[config.mk]
export PLATFORM = sky130hd
export DESIGN_NAME = result_arbiter
export DESIGN_NICKNAME = d
export VERILOG_FILES = /design/src/design/uarch_pkg.sv /design/src/design/result_arbiter.sv
export VERILOG_INCLUDE_DIRS = /design/src /design/src/design
export SDC_FILE = /design/constraint.sdc
export NUM_CORES = 1
export LEC_CHECK = 0
export BUFFER_PORTS_ARGS = -buffer_cell sky130_fd_sc_hd__buf_2
export CORE_MARGIN = 2
export CORE_UTILIZATION = 25
export DETAILED_ROUTE_END_ITERATION = 12
export PLACE_DENSITY_LB_ADDON = 0.05
export SETUP_SLACK_MARGIN = 0.02
export SLEW_MARGIN = 20
export SYNTH_ARGS = -nofsm -noshare
export SYNTH_HDL_FRONTEND = slang
export SYNTH_SLANG_ARGS = --single-unit
[constraint.sdc]
create_clock -name vclk -period 1
set_input_delay 0.1 -clock vclk [all_inputs]
set_output_delay 0.1 -clock vclk [all_outputs]
set_load 0.01 [all_outputs]
[src/design/core_settings.svh]
`ifndef CORE_SETTINGS_SVH
`define CORE_SETTINGS_SVH

// Architectural registers with XZR at index 31
`define GPR_COUNT 32
`define GPR_IDX_SIZE 5

// Datapath
`define DATA_SIZE 32
`define IMM_SIZE 12

// Reorder buffer depth and its index width
`define ROB_COUNT 8
`define ROB_IDX_SIZE 3

// Multiplier pipeline depth
`define MUL_STAGES 3

`endif

[src/design/uarch_pkg.sv]
package uarch_pkg;

  // Life cycle of one reorder-buffer entry
  typedef enum logic [1:0] {
    EMPTY   = 2'd0,
    WAITING = 2'd1,
    ISSUED  = 2'd2,
    DONE    = 2'd3
  } rob_state_t;

  // Execution unit that owns an operation
  typedef enum logic {
    FU_ALU = 1'b0,
    FU_MUL = 1'b1
  } fu_t;

endpackage

[src/design/result_arbiter.sv]
`timescale 1ns/100ps
`include "core_settings.svh"

module result_arbiter (
  input  logic                       alu_res_valid,
  input  logic [`DATA_SIZE-1:0]      alu_res_value,
  input  logic [`ROB_IDX_SIZE-1:0]   alu_res_tag,
  input  logic [3:0]                 alu_res_nzcv,
  input  logic                       mul_res_valid,
  input  logic [`DATA_SIZE-1:0]      mul_res_value,
  input  logic [`ROB_IDX_SIZE-1:0]   mul_res_tag,
  output logic                       alu_grant,
  output logic                       res_valid,
  output logic [`ROB_IDX_SIZE-1:0]   res_tag,
  output logic [`DATA_SIZE-1:0]      res_value,
  output logic [3:0]                 res_nzcv
);

  uarch_pkg::fu_t winner;

  // The multiplier cannot stall, so it always takes the bus
  assign winner    = mul_res_valid ? uarch_pkg::FU_MUL : uarch_pkg::FU_ALU;
  assign alu_grant = alu_res_valid && (winner == uarch_pkg::FU_ALU);
  assign res_valid = mul_res_valid || alu_res_valid;

  always_comb begin
    if (winner == uarch_pkg::FU_MUL) begin
      res_tag   = mul_res_tag;
      res_value = mul_res_value;
      res_nzcv  = 4'b0000;
    end else begin
      res_tag   = alu_res_tag;
      res_value = alu_res_value;
      res_nzcv  = alu_res_nzcv;
    end
  end

endmodule

==> impl_results.md <==
* Post-synth cell types at 6
* Initial antenna violation count at 0
* Ys Warns at 0
* Chip width at around 55 um
* FFs & Latches at 0
* FF+latch area at 0 um^2
* Area Growth Syn to Fin at 103%
* Part of the Yosys area used for sequential elements at 0%
* Max Freq at around 1100 MHz
* Final Total Pwr at between 600 and 700 uW
* Synth Cell Area at 642 um^2
* Status: finished, final reports clean
* GR Overflow Total at 0
* Relative slew margins at slightly above 90%
* Global placement routability congestion at roughly 0.71
* Clock buf count at 0
* Final Instance Area at ~1300 um^2
* Routed via count at between 800 and 900
* CP delay by family, top: buffers and inverters
* Nets@finish at 241
* Residual DRC count at 0
* Antenna Cells at 0
* Leak at roughly 0.82 nW
* RSZ-0062 raised after global routing: false
* Met1 WL at roughly 870 um
* Routed length on met3 at about 270 um
* CP Data Required Time at approximately 0.90 ns
* Mean Syn Cell Area at approximately 14 um^2
* Dpl ws at -0.0241 ns
* Multi-input gate area at 562 um^2
* Layout Utilization at a little over half
* Synth Instances at 46
* Syn_nets at 122
* Setup CP Type: primary input to output pin
* DRT antenna net count at 0
* Port bufs at ~120
* Max incr delay on CP at roughly 0.3 ns
* Worst-Margin Slew at 0.118 ns
* Met2 WL at between 1500 and 2000 um
* Critical path fanouts, max at 10
* FP Rows at 18
* Aggregate routed wire length at 2670 um
* Worst-path cell chain: buf_6, buf_12, mux2_4, buf_2
* CP endpoint kind: output pin
* CP Data Arrival Time at 0.84 ns
* IO Count at roughly 120
* Final Cycle Share at 94.2%
* Largest net degree at the start of global routing at 13
* Peak VDD IR at approximately 0.26 mV
* Die Footprint at around 3000 um^2
* Core area at 2450 um^2
* First-pass GRT wire length at roughly 3500 um
* Dpl cell area at approximately 1200 um^2
* Final max-slew violation count at 0
* # setup viols final at 0
* Initial DRT Pass Iterations at 2
* Share of layout cells above drive strength 1 at 96.9%
* Post-CTS setup repair buffer count at 0
* Min Tclk post-route at about 0.94 ns
* Top routing layer in use: met4
* Worst hold margin at between 0.4 and 0.5 ns
* Vias in the first global route at 804
* Worst setup margin at approximately 0.058 ns
* Total Routing Usage GR at about 16%
* Die Ht at between 50 and 60 um
* Vias/cell at between 4 and 5
* Crit path buffers/inverters at 3
* Layout fillers at ~250
* Max Cap Viol at 0
* Iteration-0 DRC count of the detailed router at 3
* Crit-path slowest cell: mux2_4
* CP startpoint kind: primary input
* Hold Path Class: primary input to output pin
* DP HPWL at between 2000 and 2500 um
* Routed len/inst at 13.8 um
* Endpoints failing hold at 0
* PwrDens at 483 nW/um^2
* Starting Density at a little over a quarter
-- cell families (layout without fill, tap and decap cells) --
kind of cell           after synthesis  in the layout  share of synthesized area [%]
AND/OR/NAND/NOR                      6              6                           5.85
multiplexers                        35             35                           81.3
buffers and inverters                5            122                           12.9
-- final cells by class --
cell class         count  area share, %
repair buffers       122           53.9
multi-input cells     41           43.2
well taps             30           2.88
-- worst paths after layout --
| path | start | cells after the start | slack, ns | endpoint |
|---|---|---|---|---|
| max | mul_res_valid | 4 | 0.06 | res_value[12] |
| min | alu_res_valid | 3 | 0.48 | res_valid |
-- per-layer routing --
metal	global-route usage, %	up-vias
met5	0	-
met4	2.50	0
met3	3.55	2
met2	33.7	58
met1	15.4	353
li1	-	404
-- through the flow --
stage	instances	setup TNS, ns
floorplan	46	0
global placement	191	-0.228
CTS	192	0
detailed placement	191	-0.309
global route	193	0
finish	193	0
-- timing repair --
| item | in CTS | in global routing |
|---|---|---|
| setup endpoints to repair | 28 | 33 |
| gates resized for setup | 5 | 1 |
| cloned | 1 | 1 |
| hold buffers | 0 | 0 |
-- power breakdown --
part	leakage, nW	internal, mW	switching [mW]
sequential	0	0	0
combinational	0.816	0.397	0.231
clock	0	0	0
-- cell usage after synthesis (all sizes together) --
cell type	n	area share [%]
mux2	35	81
buf	5	13
nor2b	5	4.9
or2	1	0.98
-- placed cells by master (no fill, tap or decap) --
cell type and instances:
buf_16 1, or2_4 1, mux2_4 34, mux2_2 1, buf_12 2, buf_2 115
buf_6 3, nor2b_1 5, clkbuf_16 1
No activity file was read; power rests on OpenSTA's default activity.
