## config.mk

```make
export PLATFORM = sky130hd
export DESIGN_NAME = mul_unit
export DESIGN_NICKNAME = d
export VERILOG_FILES = /design/src/design/mul_unit.sv
export VERILOG_INCLUDE_DIRS = /design/src /design/src/design
export SDC_FILE = /design/constraint.sdc
export NUM_CORES = 1
export LEC_CHECK = 0
export ABC_CLOCK_PERIOD_IN_PS = 19600
export BUFFER_PORTS_ARGS = -buffer_cell sky130_fd_sc_hd__buf_2
export CORE_MARGIN = 5
export CORE_UTILIZATION = 35
export CTS_BUF_LIST = sky130_fd_sc_hd__clkbuf_4
export CTS_CLUSTER_DIAMETER = 200
export DETAILED_ROUTE_END_ITERATION = 16
export PLACE_DENSITY = 0.48
export SLEW_MARGIN = 15
export SYNTH_ARGS = -nofsm -noshare
export SYNTH_HDL_FRONTEND = slang
export SYNTH_SLANG_ARGS = --single-unit
export TNS_END_PERCENT = 10
```

## constraint.sdc

```tcl
create_clock -name in_clk -period 19.6 [get_ports in_clk]
set_clock_uncertainty 0.05 [all_clocks]
set_input_delay 1.96 -clock in_clk [delete_from_list [all_inputs] [get_ports in_clk]]
set_output_delay 1.96 -clock in_clk [all_outputs]
set_load 0.005 [all_outputs]
```

## src/design/core_settings.svh

```systemverilog
`ifndef CORE_SETTINGS_SVH
`define CORE_SETTINGS_SVH

// Architectural registers with XZR at index 31
`define GPR_COUNT 32
`define GPR_IDX_SIZE 5

// Datapath
`define DATA_SIZE 32
`define IMM_SIZE 12

// Reorder buffer depth and its index width
`define ROB_COUNT 8
`define ROB_IDX_SIZE 3

// Multiplier pipeline depth
`define MUL_STAGES 3

`endif

```

## src/design/mul_unit.sv

```systemverilog
`timescale 1ns/100ps
`include "core_settings.svh"

module mul_unit (
  input  logic                       in_clk,
  input  logic                       in_rst,
  input  logic                       mul_issue,
  input  logic [`DATA_SIZE-1:0]      mul_a,
  input  logic [`DATA_SIZE-1:0]      mul_b,
  input  logic [`ROB_IDX_SIZE-1:0]   mul_tag,
  output logic                       mul_res_valid,
  output logic [`DATA_SIZE-1:0]      mul_res_value,
  output logic [`ROB_IDX_SIZE-1:0]   mul_res_tag
);

  localparam int HALF = `DATA_SIZE / 2;

  logic [`MUL_STAGES-1:0]    vld;
  logic [`ROB_IDX_SIZE-1:0]  tag_pipe [`MUL_STAGES];
  logic [`DATA_SIZE-1:0]     pp_lo;
  logic [`DATA_SIZE-1:0]     pp_hi;
  logic [`DATA_SIZE-1:0]     prod [1:`MUL_STAGES-1];

  always_ff @(posedge in_clk) begin
    if (in_rst)
      vld <= '0;
    else
      vld <= {vld[`MUL_STAGES-2:0], mul_issue};
  end

  always_ff @(posedge in_clk) begin
    // Stage 0 splits the multiplier into two half-width partial products
    pp_lo       <= mul_a * mul_b[HALF-1:0];
    pp_hi       <= mul_a * mul_b[`DATA_SIZE-1:HALF];
    tag_pipe[0] <= mul_tag;
    // Stage 1 sums them into the low word of the product
    prod[1]     <= pp_lo + (pp_hi << HALF);
    for (int k = 1; k < `MUL_STAGES; k++)
      tag_pipe[k] <= tag_pipe[k-1];
    for (int k = 2; k < `MUL_STAGES; k++)
      prod[k] <= prod[k-1];
  end

  assign mul_res_valid = vld[`MUL_STAGES-1];
  assign mul_res_value = prod[`MUL_STAGES-1];
  assign mul_res_tag   = tag_pipe[`MUL_STAGES-1];

endmodule

```

==> metrics.log <==
INFO  metric final_max_tran_viols = 0
INFO  metric place_hpwl = 37.1 mm
INFO  metric yosys.area.top_type = fa_1
INFO  metric worstSkewPairLatency = 540 ps
INFO  metric synth-edff-count = 0
INFO  metric drc = 0
INFO  metric root_driver = clkbuf_4
INFO  metric worst_ep_required_time = 19970 ps
INFO  metric finalWeightedCongestion = 0.821
INFO  metric grt_use_met1 = 23.4%
INFO  metric most_used_standard_cell_by_instance_count_after_synthesis = inv_1
INFO  metric grt.met3_usage = 2.81%
INFO  metric drive_above_1_share = 6.87%
INFO  metric timing.max_slew.rel_slack = 49.8%
INFO  metric grt_first_pass_wirelength = 78.3 mm
INFO  metric final_hold_viol_count = 0
INFO  metric cts.reportedPaths.clkPinSlew = 110 ps
INFO  metric ctsHtreeMaxLevel = 4
INFO  metric via_count = 12900
INFO  metric yosysUniqueCellTypes = 53
INFO  metric finish.net_count = 2669
INFO  metric global_route.usage.total = 17.3%
INFO  metric min-delay-path-class = reg -> reg
INFO  metric cts.sink_count = 124
INFO  metric post_cts.repair.setup_buffers = 0
INFO  metric rsz0062_at_grt = false
INFO  metric routed_via_density = 4.64
INFO  metric fillCellCount = 5387
INFO  metric antenna_found_initial = 2
INFO  metric synthesis.area = 0.0187 mm2
INFO  metric synth_largest_type_area_fraction = 41.3%
INFO  metric grt_start_max_net_pins = 33
INFO  metric synth_area_per_cell = 9.09 um2
INFO  metric status = completed
INFO  metric detail_route.wirelength = 47.9 mm
INFO  metric timing.critical_path.fanout_max = 30
INFO  metric async_flop_share = 0%
INFO  metric cts_hold_repair.buffers = 0
INFO  metric register_bit_total_from_synthesis = 124
INFO  metric globalRoute.busiestLayer = met2
INFO  metric post_synth_main_area_contributors = fa_1, dfxtp_1, inv_1
INFO  metric grt_use_met2 = 29.6%
INFO  metric ys_top_cells_by_count = inv_1, fa_1, nand2_1
INFO  metric critPathLaunchType = input pin
INFO  metric ant_nets = 0
INFO  metric critical_path.endpoint_type = flip-flop
INFO  metric grt.overflow.total = 0
INFO  metric numCtsBuffers = 17
INFO  metric cts_buffer_depth = 2
INFO  metric timing.final.crit_share = 38.8%
INFO  metric floorplan.die_area = 0.0580 mm2
INFO  metric maxClockFrequency = 132 MHz
INFO  metric totalNegativeSetupSlack = 0 ps
INFO  metric synthesized_instance_count = 2052
INFO  metric number_of_instances_resized_during_post_cts_repair = 0
INFO  metric cts_tree = yes
INFO  metric detail_route.wl_per_cell = 17.2 um
INFO  metric floorplan.io_pins = 106
INFO  metric drt_pre_antenna_iters = 5
INFO  metric area.growth.synth_to_final = 7.15%
INFO  metric tightest_slew = 748 ps
INFO  metric die_width = 241 um
INFO  metric synth_ff_type = dfxtp_1
INFO  metric first_iter_violations = 468
INFO  metric synth.yosys.seq_area_share = 13.3%
INFO  metric finalSetupViolations = 0
INFO  metric rows = 84
INFO  metric buffers_added_on_ports = 105
INFO  metric ys_warn_count = 0
INFO  metric timing.max_cap.violations = 0
INFO  metric placeableCoreArea = 0.0527 mm2
INFO  metric min_period = 7600 ps
INFO  metric die_height = 241 um
INFO  metric first_global_vias = 14200
INFO  metric syn_nets = 2636
INFO  metric worst_ep_arrival_time = 7970 ps
INFO  metric initial_utilization = 35.4%
INFO  metric timing_worst_setup_path_type = in -> reg
==> flip-flops by register name (all words and copies together) (netlist names) <==
name and count:
pp_hi 16, pp_lo 32, tag_pipe 9, vld 3
prod 64
==> cells in the final DEF, fill, tap and decap left out, types with 4 or more instances in the layout <==
cell / netlist / routed
nand3_1: 7 / 7
nand2_1: 340 / 340
or2_2: 4 / 4
buf_2: 1 / 105
xor2_1: 18 / 18
a21o_1: 14 / 14
dfxtp_1: 124 / 124
o21bai_1: 4 / 4
xnor2_1: 83 / 83
ha_1: 129 / 129
o21ai_0: 20 / 20
nor3_1: 5 / 5
a21oi_1: 32 / 32
nor2b_1: 11 / 11
inv_1: 468 / 468
fa_1: 385 / 385
a31oi_1: 4 / 4
clkbuf_4: 0 / 20
and2_1: 208 / 208
bufinv_16: 0 / 4
a211oi_1: 12 / 12
nor2_1: 30 / 30
and3_1: 4 / 4
nand2b_1: 7 / 7
o21a_1: 14 / 14
==> routing by layer <==
layer,routed length (um),up-vias
li1,-,6034
met1,21800,6637
met2,23400,232
met3,2120,29
met4,490,0
met5,0,-
==> layout make-up <==
type | count | area, um2 | area share (%)
antenna | 1 | 2.50 | 0.0125
clock buffer | 20 | 150 | 0.751
clock inverter | 10 | 149 | 0.745
inverter | 468 | 1760 | 8.79
multi-input combinational | 1369 | 14100 | 70.4
sequential | 124 | 2480 | 12.4
tap | 688 | 861 | 4.31
timing repair buffer | 105 | 526 | 2.63
==> critical path, cell delays in order <==
cell and delay [ps]:
buf_2 530, nand2_1 170, fa_1 520, fa_1 520
fa_1 510, inv_1 50, fa_1 490, fa_1 500
inv_1 50, fa_1 470, inv_1 40, ha_1 360
and3_1 220, nand4_1 140, a211oi_1 520, nor3_1 160
o21ai_0 380, mux2i_1 230, o221ai_1 120
==> logic make-up (layout without fill, tap and decap cells) <==
family,after synthesis,after routing,synth area share (%)
AOI/OAI and AO/OA,127,127,4.65
muxes,1,1,0.0536
buffers and inverters,559,603,11.3
adders and majority gates,514,514,50.0
xor gates and xnor gates,101,101,4.74
DFF,124,124,13.3
and+or+nand+nor,626,626,16.0
other,0,1,0
==> path summary, 6_finish.rpt <==
kind         startpoint     endpoint  slack, ps  cells past startpoint
max            mul_b[2]    pp_lo[30]      12000                     19
min          prod[1][0]   prod[2][0]        270                      0
max reg2reg   pp_lo[16]  prod[1][30]      16920                     11
min reg2reg  prod[1][0]   prod[2][0]        270                      0
==> per-stage QoR <==
stage	utilization, %	hold WS [ps]	instance area [um2]	instances	worst slack [ps]
2_1_floorplan	-	260	18700	2052	12030
3_3_place_gp	37.4	260	19700	2754	11520
3_5_place_dp	37.4	262	19700	2754	11440
4_1_cts	38.0	271	20000	2784	12060
5_1_grt	38.0	276	20000	2785	11790
6_report	38.0	272	20000	2785	12000
Power is not shown: default switching activity piles up to over one toggle a cycle in this logic, so the estimate is an artifact.
