`src/design/core_settings.svh`:
```
`ifndef CORE_SETTINGS_SVH
`define CORE_SETTINGS_SVH

// Architectural registers with XZR at index 31
`define GPR_COUNT 32
`define GPR_IDX_SIZE 5

// Datapath
`define DATA_SIZE 32
`define IMM_SIZE 12

// Reorder buffer depth and its index width
`define ROB_COUNT 8
`define ROB_IDX_SIZE 3

// Multiplier pipeline depth
`define MUL_STAGES 3

`endif

```
`src/design/isa_pkg.sv`:
```
package isa_pkg;

  // Operation carried from decode down to the execution units
  typedef enum logic [2:0] {
    ADD = 3'd0,
    SUB = 3'd1,
    AND = 3'd2,
    ORR = 3'd3,
    MOV = 3'd4,
    MUL = 3'd5
  } fu_op_t;

  // Meaning of a source field
  typedef enum logic [1:0] {
    REG_USED         = 2'd0,
    REG_IS_XZR       = 2'd1,
    REG_IS_IMMEDIATE = 2'd2,
    REG_IS_UNUSED    = 2'd3
  } reg_status_t;

endpackage

```
`src/design/alu_unit.sv`:
```
`timescale 1ns/100ps
`include "core_settings.svh"

module alu_unit (
  input  logic                       in_clk,
  input  logic                       in_rst,
  input  logic                       alu_issue,
  input  isa_pkg::fu_op_t            alu_op,
  input  logic [`DATA_SIZE-1:0]      alu_a,
  input  logic [`DATA_SIZE-1:0]      alu_b,
  input  logic [`ROB_IDX_SIZE-1:0]   alu_tag,
  input  logic                       alu_set_nzcv,
  input  logic                       alu_grant,
  output logic                       alu_res_valid,
  output logic [`DATA_SIZE-1:0]      alu_res_value,
  output logic [`ROB_IDX_SIZE-1:0]   alu_res_tag,
  output logic [3:0]                 alu_res_nzcv,
  output logic                       alu_busy
);

  logic [`DATA_SIZE:0]   sum;
  logic [`DATA_SIZE:0]   diff;
  logic [`DATA_SIZE-1:0] result;
  logic                  carry;
  logic                  ovf;
  logic [3:0]            flags;

  always_comb begin
    sum    = {1'b0, alu_a} + {1'b0, alu_b};
    diff   = {1'b0, alu_a} - {1'b0, alu_b};
    result = '0;
    carry  = 1'b0;
    ovf    = 1'b0;
    case (alu_op)
      isa_pkg::ADD: begin
        result = sum[`DATA_SIZE-1:0];
        carry  = sum[`DATA_SIZE];
        ovf    = (alu_a[`DATA_SIZE-1] == alu_b[`DATA_SIZE-1]) &&
                 (result[`DATA_SIZE-1] != alu_a[`DATA_SIZE-1]);
      end
      isa_pkg::SUB: begin
        result = diff[`DATA_SIZE-1:0];
        // C is set when no borrow occurs
        carry  = ~diff[`DATA_SIZE];
        ovf    = (alu_a[`DATA_SIZE-1] != alu_b[`DATA_SIZE-1]) &&
                 (result[`DATA_SIZE-1] != alu_a[`DATA_SIZE-1]);
      end
      isa_pkg::AND: result = alu_a & alu_b;
      isa_pkg::ORR: result = alu_a | alu_b;
      isa_pkg::MOV: result = alu_b;
      default:      result = '0;
    endcase
    flags = {result[`DATA_SIZE-1], result == '0, carry, ovf};
  end

  always_ff @(posedge in_clk) begin
    if (in_rst) begin
      alu_res_valid <= 1'b0;
      alu_res_nzcv  <= '0;
    end else if (alu_issue) begin
      alu_res_valid <= 1'b1;
      if (alu_set_nzcv)
        alu_res_nzcv <= flags;
    end else if (alu_grant) begin
      alu_res_valid <= 1'b0;
    end
  end

  always_ff @(posedge in_clk) begin
    if (alu_issue) begin
      alu_res_value <= result;
      alu_res_tag   <= alu_tag;
    end
  end

  // Held result blocks the next issue until the bus takes it
  assign alu_busy = alu_res_valid && !alu_grant;

endmodule

```
`config.mk`:
```
export PLATFORM = sky130hd
export DESIGN_NAME = alu_unit
export DESIGN_NICKNAME = d
export VERILOG_FILES = /design/src/design/isa_pkg.sv /design/src/design/alu_unit.sv
export VERILOG_INCLUDE_DIRS = /design/src /design/src/design
export SDC_FILE = /design/constraint.sdc
export NUM_CORES = 1
export LEC_CHECK = 0
export BUFFER_PORTS_ARGS = -buffer_cell sky130_fd_sc_hd__clkbuf_2
export CORE_MARGIN = 3
export CORE_UTILIZATION = 30
export CTS_BUF_LIST = sky130_fd_sc_hd__clkbuf_4 sky130_fd_sc_hd__clkbuf_8
export CTS_CLUSTER_DIAMETER = 200
export DETAILED_ROUTE_END_ITERATION = 7
export SYNTH_ARGS = -nofsm -noshare
export SYNTH_HDL_FRONTEND = slang
export SYNTH_SLANG_ARGS = --single-unit
```
`constraint.sdc`:
```
create_clock -name in_clk -period 8.8 [get_ports in_clk]
set_clock_uncertainty 0.05 [all_clocks]
set_input_delay 0.88 -clock in_clk [delete_from_list [all_inputs] [get_ports in_clk]]
set_output_delay 0.88 -clock in_clk [all_outputs]
set_load 0.005 [all_outputs]
```
==> flow_metrics.py <==
metrics = {
    "outcome": {
        "outcome": "completed",
    },
    "detailed_routing": {
        "vias_per_cell": 5.63,
        "drtAntennaViolNets": 0,
        "dr_total_vias": 7482,
        "wl_mm": 25.2,
        "firstDrtPassIters": 6,
        "wl_per_cell_um": 18.9,
        "drc_errors": 0,
        "initialDrtViolationCount": 679,
    },
    "cts": {
        "hold_buffers": 0,
        "htree_levels": 2,
        "insertion_delay_ns": 0.30,
        "cts_tree": "yes",
        "clockBufferDepth": 2,
        "cts_resized": 0,
        "cts_inserted_buffers": 5,
        "post_cts_buffers": 0,
        "clkSinkCount": 40,
        "path_clk_slew_ns": 0.09,
        "clockRootBuffer": "clkbuf_8",
    },
    "setup_path": {
        "critPathKind": "input port to register",
        "critPathArrivalTime_ns": 4.95,
        "ff2ff_path_depth": 3,
        "ff2ff_setup_slack_ns": 8.03,
        "startpoint_type": "input port",
        "reg2reg_to": "alu_res_valid$_SDFFE_PP0P_",
        "worstPathRequired_ns": 8.96,
        "timing.rr.start": "alu_res_valid$_SDFFE_PP0P_",
        "worst-path-max-fanout": 9,
        "end_kind": "register",
    },
    "synthesis": {
        "ys_seq_area_frac": 0.160,
        "synth_cell_types": 99,
        "ys_warn_count": 0,
        "syn_inst": 940,
        "syn_area_mm2": 0.00718,
        "synth_top_area_share": 0.181,
        "async_reset_ff_frac": 0,
        "synth_nets": 1121,
        "syn_area_per_cell_um2": 7.63,
        "synth_area_leader_cell": "ha_1",
        "synth-edff-count": 35,
        "synth_area_leaders": "ha_1, edfxtp_1, a21oi_1",
        "synth_ff_type": "edfxtp_1",
        "ys_ff_latch": 40,
    },
    "placement": {
        "place_inst": 1322,
        "dp.final_hpwl_mm": 19.9,
        "gp_congestion": 0.962,
        "portBuffers": 115,
        "dp_worst_setup_slack_ns": 3.84,
        "placedInstanceArea_mm2": 0.00790,
    },
    "floorplanning": {
        "core_area_mm2": 0.0231,
        "start_util": 0.311,
        "io_pins": 116,
        "die_w_um": 161,
        "die_h_um": 161,
        "num_rows": 55,
        "dieArea_mm2": 0.0258,
    },
    "timing": {
        "min_period_ns": 4.79,
        "hold_ws_ns": 0.415,
        "finalSetupTns_ns": 0,
        "worst_slew_pin_slew_ns": 0.953,
        "rsz0062_at_grt": "no",
        "finalSetupViolCount": 0,
        "finalMaxSlewViolations": 0,
        "hold_viol_final": 0,
        "fmax_mhz": 209,
        "post-route-period-util": 0.544,
        "maxSlewHeadroom": 0.363,
        "postLayoutSetupSlackWorst_ns": 4.01,
    },
    "grt": {
        "grt_usage": 0.187,
        "grt_max_degree": 40,
        "grt_pass1_vias": 7197,
        "grt_pass1_wl_mm": 39.6,
        "antenna_found_initial": 0,
        "grt_remaining_overflow": 0,
    },
    "worst_hold_path": {
        "hold_path_depth": 2,
        "hold_path.startpoint": "alu_res_nzcv[0]$_SDFFE_PP0P_",
        "holdPathEnd": "alu_res_nzcv[0]$_SDFFE_PP0P_",
        "hp-class": "register to register",
    },
    "finish": {
        "drive_gt1_frac": 0.179,
        "n_antenna_cell": 0,
        "post-route-util": 0.348,
        "nNetsFinal": 1197,
        "finish.instance_area_mm2": 0.00801,
        "layout.cells.non_filler": 1330,
        "synthToLayoutAreaGrowth_pct": 11.6,
    },
    "flow_run": {
        "drv_cap": 0,
    },
    "power": {
        "vdd_drop_max_uv": 64.9,
        "cellPowerDensity_mw_per_mm2": 105,
        "p_leak_nw": 3.55,
        "power_mw": 0.844,
    },
}
cell usage after synthesis, types with 5 or more instances:
cell type / number
and3_1: 8
nor3_1: 14
xnor2_1: 6
nor3b_1: 5
and2_1: 5
mux2i_1: 8
o21ai_0: 47
o211ai_1: 15
dfxtp_1: 5
clkbuf_1: 31
a211o_1: 5
edfxtp_1: 35
nor2b_1: 10
buf_6: 7
nor2_1: 87
inv_1: 102
o31ai_1: 12
nand2_1: 52
ha_1: 104
a21o_1: 5
o22ai_1: 9
nand3_1: 28
a221o_1: 10
a22oi_1: 11
clkbuf_8: 5
nor4_1: 7
o21bai_1: 12
o21a_1: 5
a211oi_1: 27
a31oi_1: 7
nand4_1: 9
a221oi_1: 6
buf_2: 8
a21oi_1: 98
nand2b_1: 13
sequential cells by signal, indices dropped and copies added (netlist names):
name / cells
alu_res_nzcv: 4
alu_res_tag: 3
alu_res_valid: 1
alu_res_value: 32
power by group:
group | total (mW) | switching, mW | internal [mW] | leakage, nW
clock | 0.161 | 0.0759 | 0.0856 | 0.0548
sequential | 0.243 | 0.00850 | 0.235 | 0.382
combinational | 0.440 | 0.281 | 0.158 | 3.11
cell usage in the layout (no fill, tap or decap), types with 9 or more instances in the layout:
cell type	n
a211oi_1	27
a21oi_1	98
a221o_1	10
a22oi_1	11
buf_4	10
clkbuf_2	115
edfxtp_1	35
ha_1	104
inv_1	102
nand2_1	52
nand2b_1	13
nand3_1	28
nand4_1	9
nor2_1	87
nor2b_1	10
nor3_1	14
o211ai_1	15
o21ai_0	47
o21bai_1	12
o22ai_1	9
o31ai_1	12
cell families after synthesis:
| group | synth area share |
|---|---|
| mux | 0.0112 |
| compound gates | 0.340 |
| xor+xnor | 0.00732 |
| buf+inv | 0.101 |
| simple gates | 0.193 |
| flops | 0.160 |
| fa+ha+maj | 0.187 |
metal layers:
metal,share of wire,vias up,GRT usage,wire length [um]
li1,-,3613,-,-
met1,0.45,3506,0.258,11400
met2,0.44,322,0.296,11000
met3,0.085,41,0.0364,2130
met4,0.025,0,0.0544,621
met5,0,-,0,0
worst max-delay path by stage:
stage | cells after the start | slack, ns | start | endpoint
floorplan | 13 | 4.37 | alu_a[0] | alu_res_nzcv[2]$_SDFFE_PP0P_
global placement | 11 | 3.85 | alu_op[0] | alu_res_nzcv[2]$_SDFFE_PP0P_
detailed placement | 13 | 3.84 | alu_b[0] | alu_res_nzcv[2]$_SDFFE_PP0P_
CTS | 11 | 4.14 | alu_op[0] | alu_res_nzcv[2]$_SDFFE_PP0P_
global route | 14 | 3.84 | alu_b[4] | alu_res_nzcv[2]$_SDFFE_PP0P_
finish | 13 | 4.01 | alu_b[4] | alu_res_nzcv[2]$_SDFFE_PP0P_
worst max-delay path, stage by stage:
cell       delay (ns)
clkbuf_2         0.11
inv_1            0.06
ha_1             0.51
nand4_1          0.24
a211oi_1         0.65
o21ai_1          0.25
a21oi_1          0.29
nor2_1           0.07
a2111oi_0        0.46
nor2_1           0.15
or4b_1           0.47
or4_1            0.46
o41ai_2          0.34
cell type report:
class                   instances  area (um^2)
flip-flops and latches         40         1150
well taps                     313          392
clock buffers                   5         68.8
repair buffers                125          651
inverters                     106          400
fillers                      2449        15000
multi-input cells             738         5300
clock inverters                 3         46.3
Note: power is estimated with default switching activity, not from simulation.
