**src/design/core_settings.svh**
```systemverilog
`ifndef CORE_SETTINGS_SVH
`define CORE_SETTINGS_SVH

// Architectural registers with XZR at index 31
`define GPR_COUNT 32
`define GPR_IDX_SIZE 5

// Datapath
`define DATA_SIZE 32
`define IMM_SIZE 12

// Reorder buffer depth and its index width
`define ROB_COUNT 8
`define ROB_IDX_SIZE 3

// Multiplier pipeline depth
`define MUL_STAGES 3

`endif

```
**src/design/isa_pkg.sv**
```systemverilog
package isa_pkg;

  // Operation carried from decode down to the execution units
  typedef enum logic [2:0] {
    ADD = 3'd0,
    SUB = 3'd1,
    AND = 3'd2,
    ORR = 3'd3,
    MOV = 3'd4,
    MUL = 3'd5
  } fu_op_t;

  // Meaning of a source field
  typedef enum logic [1:0] {
    REG_USED         = 2'd0,
    REG_IS_XZR       = 2'd1,
    REG_IS_IMMEDIATE = 2'd2,
    REG_IS_UNUSED    = 2'd3
  } reg_status_t;

endpackage

```
**src/design/uarch_pkg.sv**
```systemverilog
package uarch_pkg;

  // Life cycle of one reorder-buffer entry
  typedef enum logic [1:0] {
    EMPTY   = 2'd0,
    WAITING = 2'd1,
    ISSUED  = 2'd2,
    DONE    = 2'd3
  } rob_state_t;

  // Execution unit that owns an operation
  typedef enum logic {
    FU_ALU = 1'b0,
    FU_MUL = 1'b1
  } fu_t;

endpackage

```
**src/design/reorder_buffer.sv**
```systemverilog
`timescale 1ns/100ps
`include "core_settings.svh"

module reorder_buffer (
  input  logic                       in_clk,
  input  logic                       in_rst,
  // Dispatch
  input  logic                       disp_valid,
  input  isa_pkg::fu_op_t            disp_op,
  input  logic [`GPR_IDX_SIZE-1:0]   disp_dst,
  input  logic                       disp_set_nzcv,
  input  logic                       src1_valid,
  input  logic [`DATA_SIZE-1:0]      src1_value,
  input  logic [`ROB_IDX_SIZE-1:0]   src1_rob_index,
  input  logic                       src2_valid,
  input  logic [`DATA_SIZE-1:0]      src2_value,
  input  logic [`ROB_IDX_SIZE-1:0]   src2_rob_index,
  // Units and result bus
  input  logic                       alu_busy,
  input  logic                       res_valid,
  input  logic [`ROB_IDX_SIZE-1:0]   res_tag,
  input  logic [`DATA_SIZE-1:0]      res_value,
  input  logic [3:0]                 res_nzcv,
  output logic [`ROB_IDX_SIZE-1:0]   next_rob_index,
  output logic                       rob_full,
  output logic                       alu_issue,
  output isa_pkg::fu_op_t            alu_op,
  output logic [`DATA_SIZE-1:0]      alu_a,
  output logic [`DATA_SIZE-1:0]      alu_b,
  output logic [`ROB_IDX_SIZE-1:0]   alu_tag,
  output logic                       alu_set_nzcv,
  output logic                       mul_issue,
  output logic [`DATA_SIZE-1:0]      mul_a,
  output logic [`DATA_SIZE-1:0]      mul_b,
  output logic [`ROB_IDX_SIZE-1:0]   mul_tag,
  // Commit
  output logic                       commit_valid,
  output logic [`ROB_IDX_SIZE-1:0]   commit_rob_index,
  output logic [`GPR_IDX_SIZE-1:0]   commit_reg,
  output logic [`DATA_SIZE-1:0]      commit_value,
  output logic                       commit_set_nzcv,
  output logic [3:0]                 commit_nzcv
);

  uarch_pkg::rob_state_t     state [`ROB_COUNT];
  isa_pkg::fu_op_t           op    [`ROB_COUNT];
  logic [`GPR_IDX_SIZE-1:0]  dst   [`ROB_COUNT];
  logic [`ROB_COUNT-1:0]     set_nzcv;
  logic [`ROB_COUNT-1:0]     a_rdy;
  logic [`ROB_COUNT-1:0]     b_rdy;
  logic [`DATA_SIZE-1:0]     a_val [`ROB_COUNT];
  logic [`DATA_SIZE-1:0]     b_val [`ROB_COUNT];
  logic [`ROB_IDX_SIZE-1:0]  a_tag [`ROB_COUNT];
  logic [`ROB_IDX_SIZE-1:0]  b_tag [`ROB_COUNT];
  logic [`DATA_SIZE-1:0]     value [`ROB_COUNT];
  logic [3:0]                nzcv  [`ROB_COUNT];
  logic [3:0]                arch_nzcv;

  logic [`ROB_IDX_SIZE-1:0]  head;
  logic [`ROB_IDX_SIZE-1:0]  tail;
  logic [`ROB_IDX_SIZE:0]    count;
  logic [`DATA_SIZE:0]       src1_res;
  logic [`DATA_SIZE:0]       src2_res;
  logic                      alu_found;
  logic                      mul_found;
  logic [`ROB_IDX_SIZE-1:0]  alu_idx;
  logic [`ROB_IDX_SIZE-1:0]  mul_idx;

  function automatic uarch_pkg::fu_t unit_of(input isa_pkg::fu_op_t o);
    return (o == isa_pkg::MUL) ? uarch_pkg::FU_MUL : uarch_pkg::FU_ALU;
  endfunction

  // Operand at dispatch from the register file, a finished producer or the bus
  function automatic logic [`DATA_SIZE:0] resolve(input logic vld,
                                                  input logic [`DATA_SIZE-1:0] val,
                                                  input logic [`ROB_IDX_SIZE-1:0] tag);
    if (vld)
      return {1'b1, val};
    if (state[tag] == uarch_pkg::DONE)
      return {1'b1, value[tag]};
    if (res_valid && res_tag == tag)
      return {1'b1, res_value};
    return {1'b0, val};
  endfunction

  // Oldest ready entry per unit scanning from the head
  always_comb begin
    logic [`ROB_IDX_SIZE-1:0] idx;
    alu_found = 1'b0;
    mul_found = 1'b0;
    alu_idx   = '0;
    mul_idx   = '0;
    for (int i = 0; i < `ROB_COUNT; i++) begin
      idx = head + i[`ROB_IDX_SIZE-1:0];
      if (state[idx] == uarch_pkg::WAITING && a_rdy[idx] && b_rdy[idx]) begin
        if (unit_of(op[idx]) == uarch_pkg::FU_ALU && !alu_found) begin
          alu_found = 1'b1;
          alu_idx   = idx;
        end else if (unit_of(op[idx]) == uarch_pkg::FU_MUL && !mul_found) begin
          mul_found = 1'b1;
          mul_idx   = idx;
        end
      end
    end
    src1_res = resolve(src1_valid, src1_value, src1_rob_index);
    src2_res = resolve(src2_valid, src2_value, src2_rob_index);
  end

  assign alu_issue    = alu_found && !alu_busy;
  assign alu_op       = op[alu_idx];
  assign alu_a        = a_val[alu_idx];
  assign alu_b        = b_val[alu_idx];
  assign alu_tag      = alu_idx;
  assign alu_set_nzcv = set_nzcv[alu_idx];
  assign mul_issue    = mul_found;
  assign mul_a        = a_val[mul_idx];
  assign mul_b        = b_val[mul_idx];
  assign mul_tag      = mul_idx;

  assign commit_valid     = (state[head] == uarch_pkg::DONE);
  assign commit_rob_index = head;
  assign commit_reg       = dst[head];
  assign commit_value     = value[head];
  assign commit_set_nzcv  = set_nzcv[head];
  assign commit_nzcv      = set_nzcv[head] ? nzcv[head] : arch_nzcv;

  assign next_rob_index = tail;
  // Count the dispatch already in flight from the register module
  assign rob_full = (count + {{`ROB_IDX_SIZE{1'b0}}, disp_valid}) >= `ROB_COUNT;

  always_ff @(posedge in_clk) begin
    if (in_rst) begin
      head      <= '0;
      tail      <= '0;
      count     <= '0;
      arch_nzcv <= '0;
      for (int i = 0; i < `ROB_COUNT; i++)
        state[i] <= uarch_pkg::EMPTY;
    end else begin
      // Result capture and operand snoop
      if (res_valid) begin
        state[res_tag] <= uarch_pkg::DONE;
        value[res_tag] <= res_value;
        nzcv[res_tag]  <= res_nzcv;
        for (int i = 0; i < `ROB_COUNT; i++) begin
          if (state[i] == uarch_pkg::WAITING && !a_rdy[i] && a_tag[i] == res_tag) begin
            a_rdy[i] <= 1'b1;
            a_val[i] <= res_value;
          end
          if (state[i] == uarch_pkg::WAITING && !b_rdy[i] && b_tag[i] == res_tag) begin
            b_rdy[i] <= 1'b1;
            b_val[i] <= res_value;
          end
        end
      end
      if (alu_issue)
        state[alu_idx] <= uarch_pkg::ISSUED;
      if (mul_issue)
        state[mul_idx] <= uarch_pkg::ISSUED;
      // In-order retire
      if (commit_valid) begin
        state[head] <= uarch_pkg::EMPTY;
        head        <= head + 1'b1;
        if (set_nzcv[head])
          arch_nzcv <= nzcv[head];
      end
      if (disp_valid) begin
        state[tail]    <= uarch_pkg::WAITING;
        op[tail]       <= disp_op;
        dst[tail]      <= disp_dst;
        // Multiplies never write the flags
        set_nzcv[tail] <= disp_set_nzcv && disp_op != isa_pkg::MUL;
        a_rdy[tail]    <= src1_res[`DATA_SIZE];
        a_val[tail]    <= src1_res[`DATA_SIZE-1:0];
        a_tag[tail]    <= src1_rob_index;
        b_rdy[tail]    <= src2_res[`DATA_SIZE];
        b_val[tail]    <= src2_res[`DATA_SIZE-1:0];
        b_tag[tail]    <= src2_rob_index;
        tail           <= tail + 1'b1;
      end
      case ({disp_valid, commit_valid})
        2'b10:   count <= count + 1'b1;
        2'b01:   count <= count - 1'b1;
        default: ;
      endcase
    end
  end

endmodule

```
**config.mk**
```make
export PLATFORM = sky130hd
export DESIGN_NAME = reorder_buffer
export DESIGN_NICKNAME = d
export VERILOG_FILES = /design/src/design/isa_pkg.sv /design/src/design/uarch_pkg.sv /design/src/design/reorder_buffer.sv
export VERILOG_INCLUDE_DIRS = /design/src /design/src/design
export SDC_FILE = /design/constraint.sdc
export NUM_CORES = 2
export LEC_CHECK = 0
export BUFFER_PORTS_ARGS = -buffer_cell sky130_fd_sc_hd__buf_4
export CAP_MARGIN = 0
export CORE_ASPECT_RATIO = 0.75
export CORE_MARGIN = 3
export CORE_UTILIZATION = 50
export CTS_CLUSTER_SIZE = 25
export DETAILED_ROUTE_END_ITERATION = 7
export PLACE_DENSITY_LB_ADDON = 0.15
export SYNTH_ARGS = -nofsm -noshare
export SYNTH_HDL_FRONTEND = slang
export SYNTH_SLANG_ARGS = --single-unit
```
**constraint.sdc**
```tcl
create_clock -name in_clk -period 6.4 [get_ports in_clk]
set_clock_uncertainty 0.2 [all_clocks]
set_input_delay 0.32 -clock in_clk [delete_from_list [all_inputs] [get_ports in_clk]]
set_output_delay 0.32 -clock in_clk [all_outputs]
set_load 0.01 [all_outputs]
```
==> results_dict.tcl <==
set metrics [dict create \
    status "complete, no violations" \
    core_area_mm2 0.106 \
    synth_seq_cells 969 \
    tritoncts_clock_tree "done" \
    p_leak_nw 21.3 \
    maxClockFrequency_mhz 165 \
    timing.final.setup_violations 0 \
    fraction_of_the_mapped_netlist_area_in_compound_gates_pct 9.80 \
    drive_gt1_share_pct 20.8 \
    syn_avg_cell_area_um2 11.9 \
    detailedPlacementHpwl_um 117000 \
    cpMostUsedCell "nand2_1" \
    layout-area-overhead-vs-synth_pct 14.0 \
    sinks_on_clock_net 969 \
    share_of_the_clock_period_used_by_the_worst_path_pct 94.8 \
    yosys.area_share.simple_pct 10.2 \
    synth-edff-count 936 \
    remaining_drc_errors 0 \
    ys_types 78 \
    most-common-layout-cells "edfxtp_1 (936), nand2_1 (754), buf_4 (415)" \
    cellInternalPower_mw 11.3 \
    power_switching_share_pct 26.5 \
    post_synthesis_xor_xnor_area_fraction_pct 1.06 \
    cp-end-kind "primary output" \
    finalHoldViolations 0 \
    hold_path.class "in -> reg" \
    required_time_worst_endpoint_ns 5.88 \
    critical_path.slowest_cell "mux4_2" \
    finalWirelength_um 185000 \
    synth.area.mux_share_pct 21.7 \
    mostFrequentLayoutCell "edfxtp_1" \
    initial_utilization_pct 50.9 \
    io_buffers 314 \
    finalCriticalPeriod_ns 6.06 \
    slew_violations 0 \
    htreeDepth 3 \
    pwr-share-comb_pct 15.7 \
    globalRouteOverflowTotal 0 \
    critical_path_peak_fanout 156 \
    critPathMaxStageDelay_ns 0.52 \
    antenna_found_initial 5 \
    share_of_the_yosys_chip_area_belonging_to_registers_pct 53.2 \
    yosys_warnings 0 \
    detail_route.vias_per_cell 6.52 \
    antenna_left 0 \
    clkTransAtPathRegs_ns 0.07 \
    ios 315 \
    crit_type "reg -> out" \
    vias 40900 \
    startpoint_type "register" \
    syn_inst 4546 \
    cp_cell_sequence "inv_2 > ha_1 > xor2_2 > mux4_2 > mux2i_1 > nand2_1 > o2111ai_1 > o2111ai_1 > a22oi_2 > bufinv_16 > buf_4 > nand2_1 > nand2_1 > o211ai_1 > o21ai_1 > buf_4" \
    grt_pass1_wl_um 267000 \
    first_global_vias 39300 \
    num-fill-cells 8590 \
    cts-buffers-inserted 97 \
    pwr_density_cell_mw_per_mm2 248 \
    post-route-util_pct 58.0 \
    mappedNetlistArea_mm2 0.0541 \
    rd_place_congestion 0.993 \
    globalRouteTotalUtil_pct 32.4 \
    worst_ep_arrival_time_ns 5.54 \
    wl_per_cell_um 29.4 \
    worst-slew-pin-transition_ns 1.31 \
    power.sequential.fraction_pct 46.8 \
    dr.pass1.iters 7 \
    delay_heaviest_family_cp "buffers and inverters" \
    die_h_um 291 \
    fin_tns_setup_ns 0 \
    mapped_nets 4684 \
    drt_first_iter_violations 6231 \
    synth_ff_type "edfxtp_1" \
    rsz0062_at_grt "no" \
    largest_family_of_logic_cells_by_synthesized_area "multiplexers" \
    p_sw_mw 4.06 \
    post_synthesis_share_of_cell_area_spent_on_full_adders_half_adders_and_majority_gates_pct 0.314 \
    timing.slew.headroom_pct 12.5 \
    vdd_ir_drop_max_mv 0.239 \
    clk-insertion-delay-late_ns 0.70 \
    die_w_um 386 \
    async_reset_ff_share_pct 0 \
    die_area_mm2 0.112 \
    critical_path_buf_inv_count 4 \
    fp-row-count 103 \
    clock_tree.root_cell "clkbuf_16" \
    clock_path_buffers 3 \
    power_share_of_the_clock_group_pct 37.5 \
    max-cap-violations 0 \
    grt_start_max_net_pins 157 \
    nets 4901 \
]
-- final cells by class --
cell class / count / area [um^2] / share of cell area (%)
Clock buffer: 116 / 2540 / 4.12
Multi-Input combinational cell: 3107 / 23600 / 38.2
Antenna cell: 6 / 15.0 / 0.0243
Sequential cell: 969 / 28800 / 46.6
Inverter: 99 / 403 / 0.653
Timing Repair Buffer: 489 / 4050 / 6.56
Tap cell: 1417 / 1770 / 2.87
Clock inverter: 66 / 578 / 0.937
-- through the flow --
step	hold slack, ns	cells	cell area (um^2)	power, mW	setup slack (ns)
floorplan	0.219	4546	54100	8.66	1.31
CTS	0.000421	6258	61600	15.3	0.00937
finish	0.0430	6269	61700	15.3	0.335
global route	0.0128	6268	61700	15.8	0.0923
detailed placement	0.271	6021	57900	9.67	0.749
global placement	0.261	6021	57900	9.65	0.793
-- flip-flops by register name, summed over array words and instances (netlist names), 8 cells and up, named ones only --
name / count
set_nzcv: 8
a_rdy: 8
a_tag: 24
b_tag: 24
dst: 40
op: 24
state: 16
nzcv: 32
value: 256
a_val: 256
b_val: 256
b_rdy: 8
-- logic make-up after synthesis --
group,count (synthesis)
buffers and inverters,470
AOI/OAI and AO/OA,950
and+or+nand+nor,1307
DFF,969
xor gates and xnor gates,64
adders and majority gates,13
muxes,773
-- Yosys cell counts (all sizes together) (6+ instances only) --
cell type / instances / area [um^2]
xnor2: 38 / 340
nand3b: 14 / 105
and3: 11 / 68.8
mux2i: 408 / 4080
xor2: 26 / 235
nand4: 12 / 81.3
nor3: 25 / 125
a211oi: 36 / 270
inv: 98 / 368
o22ai: 37 / 231
clkbuf: 191 / 718
a22oi: 11 / 92.6
or2: 6 / 37.5
and2: 9 / 56.3
and3b: 8 / 70.1
o21a: 6 / 45.0
ha: 12 / 150
nand2b: 21 / 131
nor2b: 10 / 62.6
nor4: 8 / 50.1
mux4: 314 / 7070
mux2: 51 / 578
o2111ai: 6 / 52.6
buf: 180 / 973
o21ai: 416 / 2080
edfxtp: 936 / 28100
a21oi: 334 / 1670
o211ai: 60 / 450
nand3: 133 / 666
nand4b: 11 / 96.3
a21o: 7 / 52.6
nand2: 760 / 2850
dfxtp: 33 / 661
nor2: 264 / 991
-- tightest hold or removal path: stages --
cell     delay (ns)
buf_4          0.09
a21oi_1        0.06
buf_4          0.20
a21oi_1        0.15
-- final timing paths --
kind                            depth (start not counted)  slack, ns           end           startpoint
worst max register to register                         14       1.29   state[2][0]  commit_rob_index[1]
worst min-delay path                                    4       0.04  a_val[4][16]       src1_value[16]
worst min register to register                          2       0.28  arch_nzcv[3]         arch_nzcv[3]
worst max-delay path                                   16       0.34      mul_a[4]  commit_rob_index[1]
-- repair_timing --
item,in CTS,in global routing
gates resized for setup,0,11
hold endpoints to repair,805,0
setup endpoints to repair,6,115
buffers inserted,0,4
cloned,0,1
hold buffers,55,0
pin swaps,1,1
-- per-layer routing --
layer,GRT usage (%),vias to the layer above,wire (um)
met5,0,-,0
met4,13.9,0,9490
met3,6.55,463,20500
met2,50.5,2606,84900
met1,44.4,20100,69600
li1,-,17600,-
-- power by group through the flow --
stage | clock (mW) | combinational, mW | sequential, mW
global route | 6.05 | 2.57 | 7.17
detailed placement | 0 | 2.37 | 7.30
CTS | 5.78 | 2.40 | 7.16
finish | 5.74 | 2.41 | 7.17
floorplan | 0 | 1.39 | 7.27
global placement | 0 | 2.35 | 7.29
Note: power is estimated with default switching activity, not from simulation.
